File: config.mk
export PLATFORM = sky130hd
export DESIGN_NAME = uart_top
export DESIGN_NICKNAME = d
export VERILOG_FILES = /design/src/logic/uart_pkg.sv /design/src/logic/uart_top.sv /design/src/logic/uart_tx.sv /design/src/logic/uart_rx_ctrl.sv /design/src/logic/uart_rx_shift.sv /design/src/logic/uart_baud_gen.sv
export SDC_FILE = /design/constraint.sdc
export NUM_CORES = 1
export LEC_CHECK = 0
export ABC_AREA = 1
export BUFFER_PORTS_ARGS = -buffer_cell sky130_fd_sc_hd__buf_2
export CORE_UTILIZATION = 55
export CTS_CLUSTER_DIAMETER = 40
export DETAILED_ROUTE_END_ITERATION = 8
export HOLD_SLACK_MARGIN = 0.02
export PLACE_DENSITY = 0.83
export SLEW_MARGIN = 20
export SYNTH_ARGS = -nofsm -noshare
export SYNTH_HDL_FRONTEND = slang
export SYNTH_SLANG_ARGS = --single-unit
File: constraint.sdc
create_clock -name clk -period 2.41 [get_ports clk]
set_input_delay 0.241 -clock clk [delete_from_list [all_inputs] [get_ports clk]]
set_output_delay 0.241 -clock clk [all_outputs]
set_load 0.005 [all_outputs]
File: src/logic/uart_pkg.sv
// uart shared definitions
package uart_pkg;

    localparam int DIV_W      = 11;
    localparam int DATA_W     = 8;
    localparam int TX_FRAME_W = 11; // idle, start, 8 data, stop

    typedef logic [DATA_W-1:0] uart_byte_t;
    typedef logic [DIV_W-1:0]  div_count_t;
    typedef logic [4:0]        sample_count_t; // 16 closes a bit
    typedef logic [3:0]        bit_count_t;

    typedef enum logic [1:0] {
        RX_IDLE,
        RX_START,
        RX_DATA,
        RX_STOP
    } rx_state_t;

    // 50 MHz / (16 * 326) is about 9600 baud
    localparam div_count_t DEFAULT_DIV = 11'd325;

    localparam sample_count_t SAMPLES_PER_BIT = 5'd16;
    localparam sample_count_t MAJORITY        = 5'd8; // more highs than this reads as 1

    // edges after this point close the bit, earlier ones only realign
    localparam sample_count_t HALF_BIT = 5'd8;

    localparam bit_count_t LAST_DATA_BIT = 4'd7;

    // ticks from load until the stop bit has gone out
    localparam bit_count_t TX_DONE = 4'd11;

endpackage
File: src/logic/uart_top.sv
// uart 8n1 top level
module uart_top #(
    parameter uart_pkg::div_count_t baud16_div = uart_pkg::DEFAULT_DIV
) (
    input  logic                 clk,
    input  logic                 reset_i,
    input  logic                 rx_i,
    input  uart_pkg::uart_byte_t tx_data_i,
    input  logic                 tx_load_i,
    output logic                 tx_o,
    output logic                 tx_ready_o,
    output uart_pkg::uart_byte_t rx_data_o,
    output logic                 rx_valid_o,
    output logic                 rx_frame_err_o
);

    logic tick16;
    logic bit_tick;
    logic rx_level;
    logic rx_edge;
    logic cur_bit;
    logic bit_end;
    logic shift_en;

    uart_baud_gen #(
        .baud16_div (baud16_div)
    ) u_baud_gen (
        .clk        (clk),
        .reset_i    (reset_i),
        .tick16_o   (tick16),
        .bit_tick_o (bit_tick)
    );

    uart_rx_shift u_rx_shift (
        .clk        (clk),
        .reset_i    (reset_i),
        .rx_i       (rx_i),
        .tick16_i   (tick16),
        .bit_end_i  (bit_end),
        .shift_en_i (shift_en),
        .rx_level_o (rx_level),
        .rx_edge_o  (rx_edge),
        .cur_bit_o  (cur_bit),
        .data_o     (rx_data_o)
    );

    uart_rx_ctrl u_rx_ctrl (
        .clk            (clk),
        .reset_i        (reset_i),
        .tick16_i       (tick16),
        .rx_level_i     (rx_level),
        .rx_edge_i      (rx_edge),
        .cur_bit_i      (cur_bit),
        .bit_end_o      (bit_end),
        .shift_en_o     (shift_en),
        .rx_valid_o     (rx_valid_o),
        .rx_frame_err_o (rx_frame_err_o)
    );

    uart_tx u_tx (
        .clk        (clk),
        .reset_i    (reset_i),
        .bit_tick_i (bit_tick),
        .load_i     (tx_load_i),
        .data_i     (tx_data_i),
        .tx_o       (tx_o),
        .ready_o    (tx_ready_o)
    );

endmodule

File: src/logic/uart_tx.sv
// uart transmitter
module uart_tx (
    input  logic                 clk,
    input  logic                 reset_i,
    input  logic                 bit_tick_i,
    input  logic                 load_i,
    input  uart_pkg::uart_byte_t data_i,
    output logic                 tx_o,
    output logic                 ready_o
);
    import uart_pkg::*;

    logic [TX_FRAME_W-1:0] frame_q;
    bit_count_t            bit_cnt;  // bit ticks since load
    logic                  load_ok;

    assign load_ok = load_i && ready_o; // loads while busy are dropped

    // leading 1 keeps the line idle until the next bit tick
    always_ff @(posedge clk) begin
        if (reset_i) begin
            frame_q <= '1;
        end else if (load_ok) begin
            frame_q <= {1'b1, data_i, 1'b0, 1'b1};
        end else if (bit_tick_i) begin
            frame_q <= {1'b1, frame_q[TX_FRAME_W-1:1]};
        end
    end

    assign tx_o = frame_q[0];

    // saturates at TX_DONE once the stop bit is out
    always_ff @(posedge clk) begin
        if (reset_i) begin
            bit_cnt <= TX_DONE;
        end else if (load_ok) begin
            bit_cnt <= '0;
        end else if (bit_tick_i && !ready_o) begin
            bit_cnt <= bit_cnt + 1'b1;
        end
    end

    assign ready_o = (bit_cnt == TX_DONE);

endmodule

File: src/logic/uart_rx_ctrl.sv
// uart receive control
module uart_rx_ctrl (
    input  logic clk,
    input  logic reset_i,
    input  logic tick16_i,
    input  logic rx_level_i,
    input  logic rx_edge_i,
    input  logic cur_bit_i,
    output logic bit_end_o,
    output logic shift_en_o,
    output logic rx_valid_o,
    output logic rx_frame_err_o
);
    import uart_pkg::*;

    rx_state_t     state_q;
    rx_state_t     state_d;
    sample_count_t sample_cnt;
    bit_count_t    bit_cnt;
    logic          fall_edge;
    logic          edge_end;
    logic          valid_q;
    logic          err_q;

    assign fall_edge = rx_edge_i && !rx_level_i;

    // an edge just after a counted bit end only realigns, so the bit is not closed twice
    assign edge_end   = rx_edge_i && ((state_q == RX_IDLE) || (sample_cnt >= HALF_BIT));
    assign bit_end_o  = (sample_cnt == SAMPLES_PER_BIT) || edge_end;
    assign shift_en_o = (state_q == RX_DATA);

    // position within the bit, restarted on every line edge
    always_ff @(posedge clk) begin
        if (reset_i) begin
            sample_cnt <= '0;
        end else if (rx_edge_i || bit_end_o) begin
            sample_cnt <= '0;
        end else if (tick16_i) begin
            sample_cnt <= sample_cnt + 1'b1;
        end
    end

    always_comb begin
        state_d = state_q;
        case (state_q)
            RX_IDLE: begin
                if (fall_edge) begin
                    state_d = RX_START;
                end
            end
            RX_START: begin
                if (bit_end_o) begin
                    if (!cur_bit_i) begin
                        state_d = RX_DATA;
                    end else begin
                        state_d = fall_edge ? RX_START : RX_IDLE; // false start
                    end
                end
            end
            RX_DATA: begin
                if (bit_end_o && (bit_cnt == LAST_DATA_BIT)) begin
                    state_d = RX_STOP;
                end
            end
            RX_STOP: begin
                if (bit_end_o) begin
                    // next start bit may close the stop bit itself
                    state_d = fall_edge ? RX_START : RX_IDLE;
                end
            end
            default: state_d = RX_IDLE;
        endcase
    end

    always_ff @(posedge clk) begin
        if (reset_i) begin
            state_q <= RX_IDLE;
        end else begin
            state_q <= state_d;
        end
    end

    always_ff @(posedge clk) begin
        if (reset_i) begin
            bit_cnt <= '0;
        end else if (state_q != RX_DATA) begin
            bit_cnt <= '0;
        end else if (bit_end_o) begin
            bit_cnt <= bit_cnt + 1'b1;
        end
    end

    // stop bit decides between byte and framing error
    always_ff @(posedge clk) begin
        if (reset_i) begin
            valid_q <= 1'b0;
            err_q   <= 1'b0;
        end else begin
            valid_q <= (state_q == RX_STOP) && bit_end_o && cur_bit_i;
            err_q   <= (state_q == RX_STOP) && bit_end_o && !cur_bit_i;
        end
    end

    assign rx_valid_o     = valid_q;
    assign rx_frame_err_o = err_q;

endmodule

File: src/logic/uart_rx_shift.sv
// uart receive sampler
module uart_rx_shift (
    input  logic                 clk,
    input  logic                 reset_i,
    input  logic                 rx_i,
    input  logic                 tick16_i,
    input  logic                 bit_end_i,
    input  logic                 shift_en_i,
    output logic                 rx_level_o,
    output logic                 rx_edge_o,
    output logic                 cur_bit_o,
    output uart_pkg::uart_byte_t data_o
);
    import uart_pkg::*;

    logic [2:0]    rx_hist;    // [1:0] synchronizer, [2] last level
    sample_count_t ones_cnt;
    uart_byte_t    shift_q;
    uart_byte_t    data_q;
    logic          frame_full; // all data bits in, stop bit pending

    always_ff @(posedge clk) begin
        if (reset_i) begin
            rx_hist <= '1; // idle line
        end else begin
            rx_hist <= {rx_hist[1:0], rx_i};
        end
    end

    assign rx_level_o = rx_hist[1];
    assign rx_edge_o  = rx_hist[2] ^ rx_hist[1];

    // high samples in the current bit
    always_ff @(posedge clk) begin
        if (reset_i || bit_end_i) begin
            ones_cnt <= '0;
        end else if (tick16_i && rx_level_o) begin
            ones_cnt <= ones_cnt + 1'b1;
        end
    end

    assign cur_bit_o = (ones_cnt > MAJORITY);

    always_ff @(posedge clk) begin
        if (bit_end_i && shift_en_i) begin
            shift_q <= {cur_bit_o, shift_q[DATA_W-1:1]}; // lsb first
        end
    end

    always_ff @(posedge clk) begin
        if (reset_i) begin
            frame_full <= 1'b0;
        end else if (bit_end_i) begin
            frame_full <= shift_en_i;
        end
    end

    // only a good stop bit updates the output byte
    always_ff @(posedge clk) begin
        if (bit_end_i && !shift_en_i && frame_full && cur_bit_o) begin
            data_q <= shift_q;
        end
    end

    assign data_o = data_q;

endmodule

File: src/logic/uart_baud_gen.sv
// uart baud tick generator
module uart_baud_gen #(
    parameter uart_pkg::div_count_t baud16_div = uart_pkg::DEFAULT_DIV
) (
    input  logic clk,
    input  logic reset_i,
    output logic tick16_o,
    output logic bit_tick_o
);
    import uart_pkg::*;

    div_count_t div_cnt;
    logic [3:0] tick_cnt;   // tick16 position within a bit
    logic       bit_tick_q;

    // period is baud16_div + 1 clocks
    always_ff @(posedge clk) begin
        if (reset_i) begin
            div_cnt <= baud16_div;
        end else if (div_cnt == '0) begin
            div_cnt <= baud16_div;
        end else begin
            div_cnt <= div_cnt - 1'b1;
        end
    end

    assign tick16_o = (div_cnt == '0);

    always_ff @(posedge clk) begin
        if (reset_i) begin
            tick_cnt <= '0;
        end else if (tick16_o) begin
            tick_cnt <= tick_cnt + 1'b1; // wraps every 16 ticks
        end
    end

    // every sixteenth tick, one clock late
    always_ff @(posedge clk) begin
        if (reset_i) begin
            bit_tick_q <= 1'b0;
        end else begin
            bit_tick_q <= tick16_o && (tick_cnt == '0);
        end
    end

    assign bit_tick_o = bit_tick_q;

endmodule

After elaboration in Yosys (flattened, before gate mapping):

Cells that the tools add are included.
Widths: inputs -> output; s select.

* flip-flop bits (word level): 68
* output and inout bits: 12
* word-level logic and storage cells: 80

* $add $sub $neg: 6
* order comparisons: 2
* equality and inequality tests: 11
* multiplexer cells: 11
* bitwise operators: 1
* reductions and logical operators: 32

Operators with widths (number)
* $mux 10: 2
* $logic_and 1x1->1: 14
* $add 4x1->4 const B: 3
* $logic_not 11->1: 1
* $sub 11x1->11 const B: 1
* $add 5x1->5 const B: 2
* $mux 2: 5
* $mux 4: 2
* $ne 2x1->1 const B: 4
* $pmux 2 s4: 1
* $reduce_or 2->1: 4
* $eq 5x5->1 const B: 1
* $ge 5x4->1 const B: 1
* $gt 5x4->1 const B: 1
* $eq 2x2->1 const B: 2
* $eq 4x3->1 const B: 1
* $eq 4x4->1 const B: 1
* $logic_not 1->1: 4
* $logic_not 4->1: 1
* $logic_or 1x1->1: 4
* $reduce_and 4->1: 1
* $reduce_bool 2->1: 2
* $eq 2x1->1 const B: 1
* $logic_not 2->1: 1
* other kinds (3): 3

Depth between registers and ports, before layout:

* depth in word-level cells: 7
* mapped depth: 10
* mapped depth without buffers: 10

Hierarchy:

A second synthesis with hierarchy kept.

* cells, all modules: 360
* area total of the unflattened synthesis: 3032.9 µm²

Modules (own cells, without submodules)
* uart_rx_shift: instances 1, cells an instance 66, area an instance 880.8 µm², seq. area each 660.6 µm²
* uart_baud_gen: instances 1, cells an instance 111, area an instance 832.0 µm², seq. area each 320.3 µm²
* uart_tx: instances 1, cells an instance 95, area an instance 691.9 µm², seq. area each 280.3 µm²
* uart_rx_ctrl: instances 1, cells an instance 88, area an instance 628.1 µm², seq. area each 260.2 µm²

Worst setup path after synthesis:

OpenSTA, ideal clock, no wires.

* path kind: flip-flop to flip-flop
* start point: register u_rx_shift.rx_hist[1]
* end point: register u_rx_shift.data_q[0] (netlist: u_rx_shift.data_o[0]), enable pin
* library setup time: 0.395 ns
* arrival: 1.831 ns
* data required time: 2.015 ns
* path slack: 0.185 ns
* cell stages (with the launch flop): 8
* path buffers: 0
* period minus slack after synthesis: 2.225 ns
* path through: dfxtp_1 > inv_1 > ha_1 > inv_1 > nand2_2 > nand2_4 > inv_2 > nor4_1

* word-level cells in the longest chain between the ends: 6

RTL lines
* start: declaration: line uart_rx_shift.sv:16 `logic [2:0] rx_hist;`
* start signal: assignment: line uart_rx_shift.sv:26 `rx_hist <= {rx_hist[1:0], rx_i};`
* $xor 1x1->1: line uart_rx_shift.sv:31 `assign rx_edge_o = rx_hist[2] ^ rx_hist[1];`
* $logic_and 1x1->1: line uart_rx_ctrl.sv:28 `assign edge_end = rx_edge_i && ((state_q == RX_IDLE) || (sample_cnt >= HALF_BIT));`
* $logic_or 1x1->1: line uart_rx_ctrl.sv:29 `assign bit_end_o = (sample_cnt == SAMPLES_PER_BIT) || edge_end;`
* $logic_and 1x1->1 (3 in a row): line uart_rx_shift.sv:60 `if (bit_end_i && !shift_en_i && frame_full && cur_bit_o) begin`
* end signal: assignment: line uart_rx_shift.sv:61 `data_q <= shift_q;`
* end: declaration: line uart_rx_shift.sv:19 `uart_byte_t data_q;`

No other way between the ends.
A chain may end at the register's enable or synchronous reset.

Final worst setup path:

* start point: register u_rx_shift.rx_hist[1]
* end point: register u_rx_shift.data_q[3] (netlist: u_rx_shift.data_o[3]), enable pin

Same word-level chain as after synthesis.

==> qor.yml <==
outcome: "finished, final reports clean"
max-slew-margin-rel_pct: 73.9
htreeDepth: 3
chipWidth_um: 75.4
placed_area_um2: 3160
first_global_vias: 2028
cp_max_fo: 8
post-route-period-util_pct: 72.5
antenna_found_initial: 0
slew_viol_final: 0
synth_top_family_by_area: "simple AND/OR/NAND/NOR gates"
synth_cell_types: 36
grt_pass1_wl_um: 8640
power.share.clock_pct: 43.0
start_kind: "flip-flop"
dpl.cell_count: 429
nNetsFinal: 392
crit_required_ns: 2.48
yosys.area_share.simple_pct: 26.6
crit_top_cell: "inv_1"
initial_utilization_pct: 57.6
cp.arrival_ns: 1.82
syn_nets: 360
worst_pin_slew_ns: 0.391
fin_crit_ns: 1.75
grt_max_degree: 16
end_kind: "flip-flop"
drtAntennaViolNets: 0
crit_slowest_cell: "dfxtp_1"
rsz0062_at_grt: "no"
via_count: 2276
clock.fmax_mhz: 572
fp.dieH_um: 75.4
power.density_nw_per_um2: 719
most-common-layout-cells: "nand2_1, dfxtp_1, inv_1"
antenna_cells: 0
leakage_nw: 1.45
setup_viol: 0
synth.yosys.seq_area_share_pct: 51.4
synthMuxAreaShare_pct: 0
synth_compound_area_share_pct: 7.98
synth_top_area_cell: "dfxtp_1"
crit_type: "reg2reg"
ys_top_cells_by_area: "dfxtp_1, edfxtp_1, nand2_1, nand3_1, a21oi_1"
critPathMaxStageDelay_ns: 0.37
syn_inst: 338
grtUsageTotal_pct: 20.5
setup_tns_ns: 0
dp_hpwl_um: 3600
routed_via_density: 5.11
seq_power_share_pct: 50.3
clock_path_buffers: 2
syn-cell-area_um2: 2960
cts.sinks: 68
syn_to_final_growth_pct: 14.3
p_sw_share_pct: 24.2
p_sw_w: 0.000589
drt_iter0_drc: 128
min_path_type: "in2reg"
overflow: 0
post_cts_buffers: 0
path_cells: "inv_1 > ha_1 > inv_1 > nand2_2 > nand2_4 > inv_2 > nor4_1 > buf_4"
path_clk_slew_ns: 0.07
cell_internal_pwr_w: 0.00184
ctsResizeCount: 0
drive_above_1_share_pct: 18.9
final_common_cell: "nand2_1"
insertion_delay_ns: 0.36
rows: 26
synth-xor-area-share_pct: 3.55
yosys.area_share.adder_pct: 4.22
synth-seq-cells: 68
cts_tree: "built"
drt-total-wl_um: 5160
root_buffer: "clkbuf_8"
combPwrFrac_pct: 6.7
fin_skew_ns: 0.00685
post-route-drc-count: 0
cp_top_family: "buffers and inverters"
path_buf_inv: 4
die_area_um2: 5680
hold_buffers: 0
design_area_um2: 3390
avgSynthCellArea_um2: 8.77
io-pin-count: 24
hold_viol: 0
synth_top_area_share_pct: 35.1
core_area_um2: 5140
numCtsBuffers: 9
drt-wirelength-per-cell_um: 11.6
maxCapViolCount: 0
ir_drop_uv: 400
globalplace.congestion: 0.795
final_cells: 445
yosysWarnings: 0
fill_cells: 429
port_buffers: 23
drt_pass1_iterations: 4
[sequential cells by signal (all words and copies together), names as in the netlist, 3 cells and up, named ones only]
signal and cells:
u_rx_ctrl.sample_cnt 5, u_rx_shift.ones_cnt 5, u_tx.frame_q 10, u_rx_shift.rx_hist 3, u_baud_gen.tick_cnt 4, u_rx_shift.data_o 8
u_baud_gen.div_cnt 11, u_rx_shift.shift_q 8, u_rx_ctrl.bit_cnt 4, u_tx.bit_cnt 4
[worst paths after layout]
path / startpoint / end / slack, ns / depth (start not counted)
min reg2reg: u_rx_shift.rx_hist[0]$_SDFF_PP1_ / u_rx_shift.rx_hist[1]$_SDFF_PP1_ / 0.41 / 1
min: rx_i / u_rx_shift.rx_hist[0]$_SDFF_PP1_ / 0.07 / 2
max reg2reg: u_rx_shift.rx_hist[1]$_SDFF_PP1_ / u_rx_shift.data_o[3]$_DFFE_PP_ / 0.66 / 8
max: u_rx_shift.rx_hist[1]$_SDFF_PP1_ / u_rx_shift.data_o[3]$_DFFE_PP_ / 0.66 / 8
[per-layer routing]
layer / part of all wire [%] / routed length [µm] / global-route usage, %
met1: 46 / 2380 / 25.2
met2: 48 / 2470 / 32.0
met3: 3.9 / 203 / 4.89
met4: 2.3 / 118 / 13.4
met5: 0 / 0 / 0
[through the flow]
step           setup slack (ns)  hold slack (ns)  util [%]  total power (W)
6_report                  0.663           0.0720      65.9          0.00243
5_1_grt                   0.474           0.0768      65.9          0.00253
4_1_cts                   0.666           0.0699      65.9          0.00245
3_5_place_dp              0.681            0.393      61.5          0.00141
3_3_place_gp              0.705            0.394      61.5          0.00140
2_1_floorplan             0.185            0.319         -          0.00137
[synthesized netlist by cell type, drive strengths merged]
master	n
nand2	74
dfxtp	52
inv	42
nand3	37
nor2	32
a21oi	27
edfxtp	16
o21ai	11
ha	10
xor2	7
nor3	5
xnor2	5
o211ai	3
or2	3
buf	2
clkbuf	2
clkinv	2
nand4	2
o22ai	2
a211oi	1
and3	1
nand3b	1
nor4	1
[kinds of logic after synthesis]
logic type                 after synthesis
and+or+nand+nor                        156
DFF                                     68
buffers and inverters                   48
AOI/OAI and AO/OA                       44
xor gates and xnor gates                12
adders and majority gates               10
[power groups by stage]
stage	sequential [W]	combinational, W	clock (W)
3_3_place_gp	0.00125	0.000155	0
3_5_place_dp	0.00125	0.000162	0
2_1_floorplan	0.00124	0.000125	0
5_1_grt	0.00123	0.000188	0.00112
6_report	0.00122	0.000163	0.00105
4_1_cts	0.00122	0.000163	0.00106
[cell type report]
cell class | instances | area (µm²) | share of cell area, %
Tap cell | 70 | 87.6 | 2.59
Clock buffer | 9 | 124 | 3.66
Timing Repair Buffer | 25 | 130 | 3.84
Clock inverter | 7 | 98.8 | 2.92
Multi-Input combinational cell | 222 | 1250 | 37.0
Inverter | 44 | 170 | 5.03
Sequential cell | 68 | 1520 | 44.9
(Power assumes the default switching activity.)
